### config.mk
export PLATFORM = sky130hd
export DESIGN_NAME = sd_cmd_phy
export DESIGN_NICKNAME = d
export VERILOG_FILES = /design/src/sd_cmd_pkg.sv /design/src/sd_cmd_rx.sv /design/src/sd_resp_tx.sv /design/src/sd_cmd_phy.sv
export VERILOG_INCLUDE_DIRS = /design/src /design/src/src
export SDC_FILE = /design/constraint.sdc
export NUM_CORES = 1
export LEC_CHECK = 0
export ABC_AREA = 1
export BUFFER_PORTS_ARGS = -buffer_cell sky130_fd_sc_hd__buf_4
export CORE_AREA = 2 2 153 155
export CTS_CLUSTER_DIAMETER = 100
export DETAILED_ROUTE_END_ITERATION = 7
export DIE_AREA = 0 0 155 157
export PLACE_DENSITY_LB_ADDON = 0.3
export SLEW_MARGIN = 20
export SYNTH_ARGS = -nofsm -noshare
export SYNTH_HDL_FRONTEND = slang
export SYNTH_HIERARCHICAL = 1
export SYNTH_SLANG_ARGS = --single-unit
### constraint.sdc
create_clock -name sd_clk -period 8.54 [get_ports sd_clk]
set_clock_uncertainty 0.05 [all_clocks]
set_input_delay 0 -clock sd_clk [delete_from_list [all_inputs] [get_ports sd_clk]]
set_output_delay 0 -clock sd_clk [all_outputs]
set_load 0.005 [all_outputs]
### src/sd_cmd_macros.svh
`ifndef SD_CMD_MACROS_SVH
`define SD_CMD_MACROS_SVH

// host command frame, start bit to end bit
`define SD_CMD_BITS 48

// R2 frame carrying CID or CSD
`define SD_LONG_RESP_BITS 136

// width of the command line CRC
`define SD_CRC7_BITS 7

// first CRC bit of a 48-bit response, counted from the start bit
`define SD_SHORT_CRC_POS 40

// first CRC bit of an R2 response
`define SD_LONG_CRC_POS 128

// start, transmission and reserved bits of R2 are outside its CRC
`define SD_LONG_CRC_SKIP 8

// clocks to wait once the host lets the line go high after power-up
// (spec asks hosts for 74, some send far fewer)
`define SD_INIT_CLOCKS 60

`endif

### src/sd_cmd_pkg.sv
package sd_cmd_pkg;

`include "sd_cmd_macros.svh"

   // command as seen on the line, bit 47 is the start bit
   typedef logic [`SD_CMD_BITS-1:0] sd_cmd_t;

   // response payload, left-aligned
   // short responses use the upper 40 bits
   typedef logic [`SD_LONG_RESP_BITS-1:0] sd_resp_t;

   typedef logic [`SD_CRC7_BITS-1:0] crc7_t;

   typedef enum logic [2:0] {
      RESP_R1  = 3'd0,
      RESP_R1B = 3'd1,
      RESP_R2  = 3'd2,
      RESP_R3  = 3'd3,
      RESP_R6  = 3'd4,
      RESP_R7  = 3'd5
   } resp_type_e;

   typedef enum logic [2:0] {
      RX_RESET     = 3'd0,
      RX_INIT_WAIT = 3'd1,
      RX_IDLE      = 3'd2,
      RX_READ      = 3'd3,
      RX_CHECK     = 3'd4
   } rx_state_e;

   typedef enum logic [1:0] {
      TX_IDLE     = 2'd0,
      TX_PREAMBLE = 2'd1,
      TX_WRITE    = 2'd2,
      TX_END      = 2'd3
   } tx_state_e;

   // one bit of x^7 + x^3 + 1, register shifted MSB first
   function automatic crc7_t crc7_step(input crc7_t crc, input logic bit_in);
      logic fb;
      fb = crc[6] ^ bit_in;
      return {crc[5:3], crc[2] ^ fb, crc[1:0], fb};
   endfunction

endpackage

### src/sd_cmd_rx.sv
`timescale 1ns/1ps

`include "sd_cmd_macros.svh"

module sd_cmd_rx import sd_cmd_pkg::*; (
   input  logic    sd_clk,
   input  logic    reset_n,

   input  logic    sd_cmd_i,
   input  logic    cmd_oe_i,
   input  logic    crc_disable_i,

   output sd_cmd_t cmd_o,
   output logic    cmd_crc_ok_o,
   output logic    cmd_valid_o
);

   rx_state_e state_q;
   logic [5:0] bit_cnt_q;
   logic line_last_q;
   logic start_bit;

   // bits 47..1 of the frame once the last one arrives
   logic [`SD_CMD_BITS-2:0] shift_q;
   crc7_t crc_q;

   // falling edge on the line while we are not driving it
   assign start_bit = line_last_q & ~sd_cmd_i & ~cmd_oe_i;

   always_ff @(posedge sd_clk or negedge reset_n) begin
      if (!reset_n) begin
         state_q      <= RX_RESET;
         bit_cnt_q    <= '0;
         line_last_q  <= 1'b0;
         cmd_crc_ok_o <= 1'b0;
         cmd_valid_o  <= 1'b0;
      end else begin
         line_last_q <= sd_cmd_i;
         cmd_valid_o <= 1'b0;

         case (state_q)
            RX_RESET: begin
               // host releases the line high before the power-up clocks
               if (sd_cmd_i) begin
                  bit_cnt_q <= '0;
                  state_q   <= RX_INIT_WAIT;
               end
            end
            RX_INIT_WAIT: begin
               bit_cnt_q <= bit_cnt_q + 6'd1;
               if (bit_cnt_q == 6'(`SD_INIT_CLOCKS)) begin
                  state_q <= RX_IDLE;
               end
            end
            RX_IDLE: begin
               if (start_bit) begin
                  bit_cnt_q <= '0;
                  state_q   <= RX_READ;
               end
            end
            RX_READ: begin
               bit_cnt_q <= bit_cnt_q + 6'd1;
               // counter 45 is the edge that samples bit 1
               if (bit_cnt_q == 6'(`SD_CMD_BITS - 3)) begin
                  state_q <= RX_CHECK;
               end
            end
            RX_CHECK: begin
               // this edge samples the end bit
               cmd_crc_ok_o <= crc_disable_i | (shift_q[`SD_CRC7_BITS-1:0] == crc_q);
               // drop frames with transmission bit 0, those came from a card
               cmd_valid_o  <= shift_q[`SD_CMD_BITS-3];
               state_q      <= RX_IDLE;
            end
            default: begin
               state_q <= RX_RESET;
            end
         endcase
      end
   end

   // frame payload and CRC accumulation
   always_ff @(posedge sd_clk) begin
      case (state_q)
         RX_IDLE: begin
            if (start_bit) begin
               // start bit is zero and leaves a cleared CRC unchanged
               shift_q <= '0;
               crc_q   <= '0;
            end
         end
         RX_READ: begin
            shift_q <= {shift_q[`SD_CMD_BITS-3:0], sd_cmd_i};
            // CRC covers bits 46 down to 8
            if (bit_cnt_q < 6'(`SD_CMD_BITS - `SD_CRC7_BITS - 2)) begin
               crc_q <= crc7_step(crc_q, sd_cmd_i);
            end
         end
         RX_CHECK: begin
            cmd_o <= {shift_q, sd_cmd_i};
         end
         default: begin
         end
      endcase
   end

endmodule

### src/sd_resp_tx.sv
`timescale 1ns/1ps

`include "sd_cmd_macros.svh"

module sd_resp_tx import sd_cmd_pkg::*; (
   input  logic       sd_clk,
   input  logic       reset_n,

   input  logic       resp_start_i,
   input  resp_type_e resp_type_i,
   input  sd_resp_t   resp_i,

   output logic       sd_cmd_o,
   output logic       sd_cmd_oe_o,
   output logic       resp_busy_o,
   output logic       resp_done_o
);

   tx_state_e state_q;
   logic [7:0] bit_cnt_q;

   // latched response, shifted out from the top and refilled with ones
   sd_resp_t   shift_q;
   resp_type_e type_q;
   crc7_t      crc_q;
   logic       bit_q;

   logic is_r2;
   logic is_r3;
   logic [7:0] last_cnt;
   logic [7:0] crc_pos_cnt;
   logic [7:0] crc_first_cnt;

   assign is_r2 = (type_q == RESP_R2);
   assign is_r3 = (type_q == RESP_R3);

   // frame length and CRC window per response kind
   always_comb begin
      if (is_r2) begin
         last_cnt      = 8'(`SD_LONG_RESP_BITS - 1);
         crc_pos_cnt   = 8'(`SD_LONG_CRC_POS);
         crc_first_cnt = 8'(`SD_LONG_CRC_SKIP);
      end else begin
         last_cnt      = 8'(`SD_CMD_BITS - 1);
         crc_pos_cnt   = 8'(`SD_SHORT_CRC_POS);
         crc_first_cnt = 8'd0;
      end
   end

   // line idles high when released
   assign sd_cmd_o = sd_cmd_oe_o ? bit_q : 1'b1;

   always_ff @(negedge sd_clk or negedge reset_n) begin
      if (!reset_n) begin
         state_q     <= TX_IDLE;
         bit_cnt_q   <= '0;
         sd_cmd_oe_o <= 1'b0;
         resp_busy_o <= 1'b0;
         resp_done_o <= 1'b0;
      end else begin
         resp_done_o <= 1'b0;

         case (state_q)
            TX_IDLE: begin
               // a strobe outside idle is simply not looked at
               if (resp_start_i) begin
                  resp_busy_o <= 1'b1;
                  state_q     <= TX_PREAMBLE;
               end
            end
            TX_PREAMBLE: begin
               bit_cnt_q <= '0;
               state_q   <= TX_WRITE;
            end
            TX_WRITE: begin
               sd_cmd_oe_o <= 1'b1;
               bit_cnt_q   <= bit_cnt_q + 8'd1;
               if (bit_cnt_q == last_cnt) begin
                  state_q <= TX_END;
               end
            end
            TX_END: begin
               sd_cmd_oe_o <= 1'b0;
               resp_busy_o <= 1'b0;
               resp_done_o <= 1'b1;
               state_q     <= TX_IDLE;
            end
            default: begin
               state_q <= TX_IDLE;
            end
         endcase
      end
   end

   // serializer datapath
   always_ff @(negedge sd_clk) begin
      case (state_q)
         TX_IDLE: begin
            if (resp_start_i) begin
               shift_q <= resp_i;
               type_q  <= resp_type_i;
               crc_q   <= '0;
            end
         end
         TX_WRITE: begin
            shift_q <= {shift_q[`SD_LONG_RESP_BITS-2:0], 1'b1};
            if (bit_cnt_q < crc_pos_cnt) begin
               bit_q <= shift_q[`SD_LONG_RESP_BITS-1];
               // R2 leaves its first 8 bits out of the CRC
               if (bit_cnt_q >= crc_first_cnt) begin
                  crc_q <= crc7_step(crc_q, shift_q[`SD_LONG_RESP_BITS-1]);
               end
            end else begin
               // CRC MSB first, the refill ones give the end bit
               // R3 sends ones in place of a CRC
               bit_q <= crc_q[`SD_CRC7_BITS-1] | is_r3;
               crc_q <= {crc_q[`SD_CRC7_BITS-2:0], 1'b1};
            end
         end
         default: begin
         end
      endcase
   end

endmodule

### src/sd_cmd_phy.sv
`timescale 1ns/1ps

module sd_cmd_phy import sd_cmd_pkg::*; (
   input  logic       sd_clk,
   input  logic       reset_n,

   input  logic       sd_cmd_i,
   input  logic       crc_disable_i,
   input  logic       resp_start_i,
   input  resp_type_e resp_type_i,
   input  sd_resp_t   resp_i,

   output logic       sd_cmd_o,
   output logic       sd_cmd_oe_o,
   output sd_cmd_t    cmd_o,
   output logic       cmd_crc_ok_o,
   output logic       cmd_valid_o,
   output logic       resp_busy_o,
   output logic       resp_done_o
);

   // receiver, rising edges of sd_clk
   // our own output enable masks the line while we answer
   sd_cmd_rx sd_cmd_rx_i (
      .sd_clk        (sd_clk),
      .reset_n       (reset_n),
      .sd_cmd_i      (sd_cmd_i),
      .cmd_oe_i      (sd_cmd_oe_o),
      .crc_disable_i (crc_disable_i),
      .cmd_o         (cmd_o),
      .cmd_crc_ok_o  (cmd_crc_ok_o),
      .cmd_valid_o   (cmd_valid_o)
   );

   // transmitter, falling edges of sd_clk
   sd_resp_tx sd_resp_tx_i (
      .sd_clk       (sd_clk),
      .reset_n      (reset_n),
      .resp_start_i (resp_start_i),
      .resp_type_i  (resp_type_i),
      .resp_i       (resp_i),
      .sd_cmd_o     (sd_cmd_o),
      .sd_cmd_oe_o  (sd_cmd_oe_o),
      .resp_busy_o  (resp_busy_o),
      .resp_done_o  (resp_done_o)
   );

endmodule

==> metrics <==
cell area power density 360 nW/um^2; wire length per cell 13.5 um; cell count after synthesis 1,062; delay of the slowest critical-path stage a little under 0.5 ns; Area Overhead vs Synth 28.5%; FF-to-FF Start sd_resp_tx_i/sd_cmd_oe_o$_DFFE_NN0P_; core area roughly 23,000 sq um; DIE HEIGHT 157 um; power share of the combinational group 0.237; Reg2Reg Depth 3; largest net degree at the start of global routing between 100 and 150; Reg power frac 0.471; Hold Crit Depth 2; Max-slew headroom 0.371; clock tree buffer depth 3; setup bufs post-CTS 0; Max Slew Vio Count 0; Slew @ Worst Pin 0.943 ns; CTS-repair resized insts 0; 1st-pass router iterations 5; ys flop type edfxtp_1; sw power between 1.5 and 2 mW; Starting DRT DRC Count 523; max-cap viol count 0; Syn Area/Cell 10.7 sq um; CP startpoint kind flip-flop; clock power share 0.292; Post-Syn Area 11,400 sq um; total grt overflow 0; final WL between 20 and 25 mm; Critical Path RT approximately 8.7 ns; ANT nets after route 0; overall power 5.28 mW; Final Hold Vio Count 0; vias in the first global route 8,310; RePlAce Congestion 0.777; Num CTS Buffers 29; dpl ws 2.32 ns; FP Rows 55; Ports 198; P_leak 7.17 nW; Initial Utilization 0.507; status completed; Hold EP sd_cmd_rx_i/line_last_q$_DFF_PN0_; Worst-Skew Late Latency roughly 0.58 ns; Port Buffer Count 197; Distinct cells, synth 29; Worst EP arrival 5.98 ns; cell at the root of the clock tree clkbuf_16; number of flops mapped to enable cells by yosys 249; Crit-path slowest cell nand2_4; register bit total from synthesis 274; DIE AREA 24,300 sq um; GRT Overall Usage 0.192; clock sinks 274; final worst slack 2.66 ns; reg2reg end sd_cmd_rx_i/shift_q[11]$_SDFFCE_PP0P_; vias 8,143; unrepaired setup endpoints after global routing false; maximum VDD drop approximately 0.24 mV; setup_tns 0 ns; switch share 0.338; CP endpoint kind flip-flop; drc violations 0; antenna violations before repair 0; Synth Net Count around 1,200; worst-path fanout max between 40 and 50; clk slew on worst S/H paths roughly 0.07 ns; Yosys warnings 6; Die X 155 um; ys async rst share 0.0912; CTS tree built; # H-tree levels 1; crit-path cells nor2_1, nand3_1, nand2_4; Internal between 3 and 4 mW; worst hold path class in2reg; critical path class reg2reg; setup violators final 0; DR vias/cell around 4.8; Net count, final 1,561; commonest non-fill, non-tap cell in the layout nand2_1; share of layout cells above drive strength 1 0.193; first-pass GRT wire length 38.0 mm; commonest cells after routing, fill and taps aside 484 x nand2_1, 249 x edfxtp_1, 242 x inv_1; sequential area share after synthesis 0.710; Post-DP HPWL 14.3 mm; flop2flop setup slack 2.66 ns; Hold Startpoint sd_cmd_i; antenna cells 0
cells by family (layout without fill, tap and decap cells):
group	count (synthesis)	count (layout)	synth area share
flops	274	274	0.710
simple gates	606	606	0.210
buf+inv	139	504	0.0528
xor+xnor	3	3	0.00230
compound gates	29	29	0.0133
fa+ha+maj	11	11	0.0121
Yosys cell counts, types with 2 or more instances:
library cell,count,area share
o21ai_1,11,0.0048
a31oi_1,3,0.0016
nor2_4,3,0.0030
xnor2_1,2,0.0015
nand4_1,5,0.0027
buf_6,5,0.0049
inv_1,93,0.031
o21ai_0,5,0.0022
nor2_2,4,0.0022
ha_1,11,0.012
a21oi_1,9,0.0039
nor3_1,4,0.0018
nand2_2,3,0.0016
edfxtp_1,249,0.66
dfrtn_1,13,0.029
buf_2,32,0.014
or2_2,3,0.0016
nor2_1,75,0.025
nand3_1,19,0.0083
nand2_4,2,0.0020
inv_2,8,0.0026
nand2_1,485,0.16
dfrtp_1,12,0.026
power groups by stage:
| stage | clock, mW | combinational, mW | sequential [mW] |
|---|---|---|---|
| floorplan | 0.103 | 0.959 | 2.48 |
| global placement | 0.103 | 1.22 | 2.48 |
| detailed placement | 0.103 | 1.26 | 2.49 |
| CTS | 1.60 | 1.27 | 2.49 |
| global route | 1.72 | 1.45 | 2.54 |
| finish | 1.54 | 1.25 | 2.49 |
final cells by class:
type                       count  area [sq um]
inverter                     100           378
tap                          285           357
clock buffer                  31           764
clock inverter               168           759
multi-input combinational    649          2740
sequential                   274          8100
timing repair buffer         205          1570
fill                        1708          7840
sequential cells by signal, indices dropped and copies added, names as in the netlist, 2 cells and up:
name,count
sd_resp_tx_i/state_q,2
sd_resp_tx_i/type_q,3
sd_resp_tx_i/crc_q,7
sd_cmd_rx_i/state_q,3
sd_cmd_rx_i/cmd_o,48
sd_resp_tx_i/bit_cnt_q,8
sd_cmd_rx_i/bit_cnt_q,6
sd_resp_tx_i/shift_q,136
sd_cmd_rx_i/shift_q,47
sd_cmd_rx_i/crc_q,7
critical path, delay by kind of cell (launching register included):
| kind | cells | cell delay, ns |
|---|---|---|
| flops | 1 | 0.35 |
| simple gates | 3 | 0.80 |
layer usage:
metal  part of all wire  wire length (um)  vias to the layer above  global-route usage
met1               0.43              9980                     3770               0.240
met3              0.085              1970                       29              0.0807
met4              0.015               352                        0              0.0754
li1                   -                 -                     4100                   -
met5                  0                 0                        -                   0
met2               0.47             10800                      244               0.298
worst max-delay path by stage:
stage | startpoint | end | slack (ns) | cells after the start
after floorplan | resp_start_i | sd_resp_tx_i/crc_q[0]$_SDFFCE_NN0P_ | 1.36 | 3
after global placement | resp_start_i | sd_resp_tx_i/crc_q[3]$_SDFFCE_NN0P_ | 2.37 | 5
after detailed placement | resp_start_i | sd_resp_tx_i/crc_q[5]$_SDFFCE_NN0P_ | 2.32 | 5
after CTS | sd_resp_tx_i/sd_cmd_oe_o$_DFFE_NN0P_ | sd_cmd_rx_i/shift_q[41]$_SDFFCE_PP0P_ | 2.35 | 3
after global routing | sd_resp_tx_i/sd_cmd_oe_o$_DFFE_NN0P_ | sd_cmd_rx_i/shift_q[33]$_SDFFCE_PP0P_ | 2.59 | 3
final | sd_resp_tx_i/sd_cmd_oe_o$_DFFE_NN0P_ | sd_cmd_rx_i/shift_q[11]$_SDFFCE_PP0P_ | 2.66 | 3
what timing repair did:
action | 4_1_cts | 5_1_grt
hold buffers | 4 | 0
hold endpoints to repair | 22 | 0
setup endpoints to repair | 0 | 0
metrics by stage:
step	cells	hold slack, ns	util	cell area, sq um
detailed placement	1510	-0.124	0.582	13100
global route	1712	0.117	0.652	14700
floorplan	1062	-0.346	-	11400
finish	1712	0.127	0.652	14700
global placement	1510	-0.123	0.582	13100
CTS	1712	0.109	0.651	14700
(Power assumes the default switching activity.)
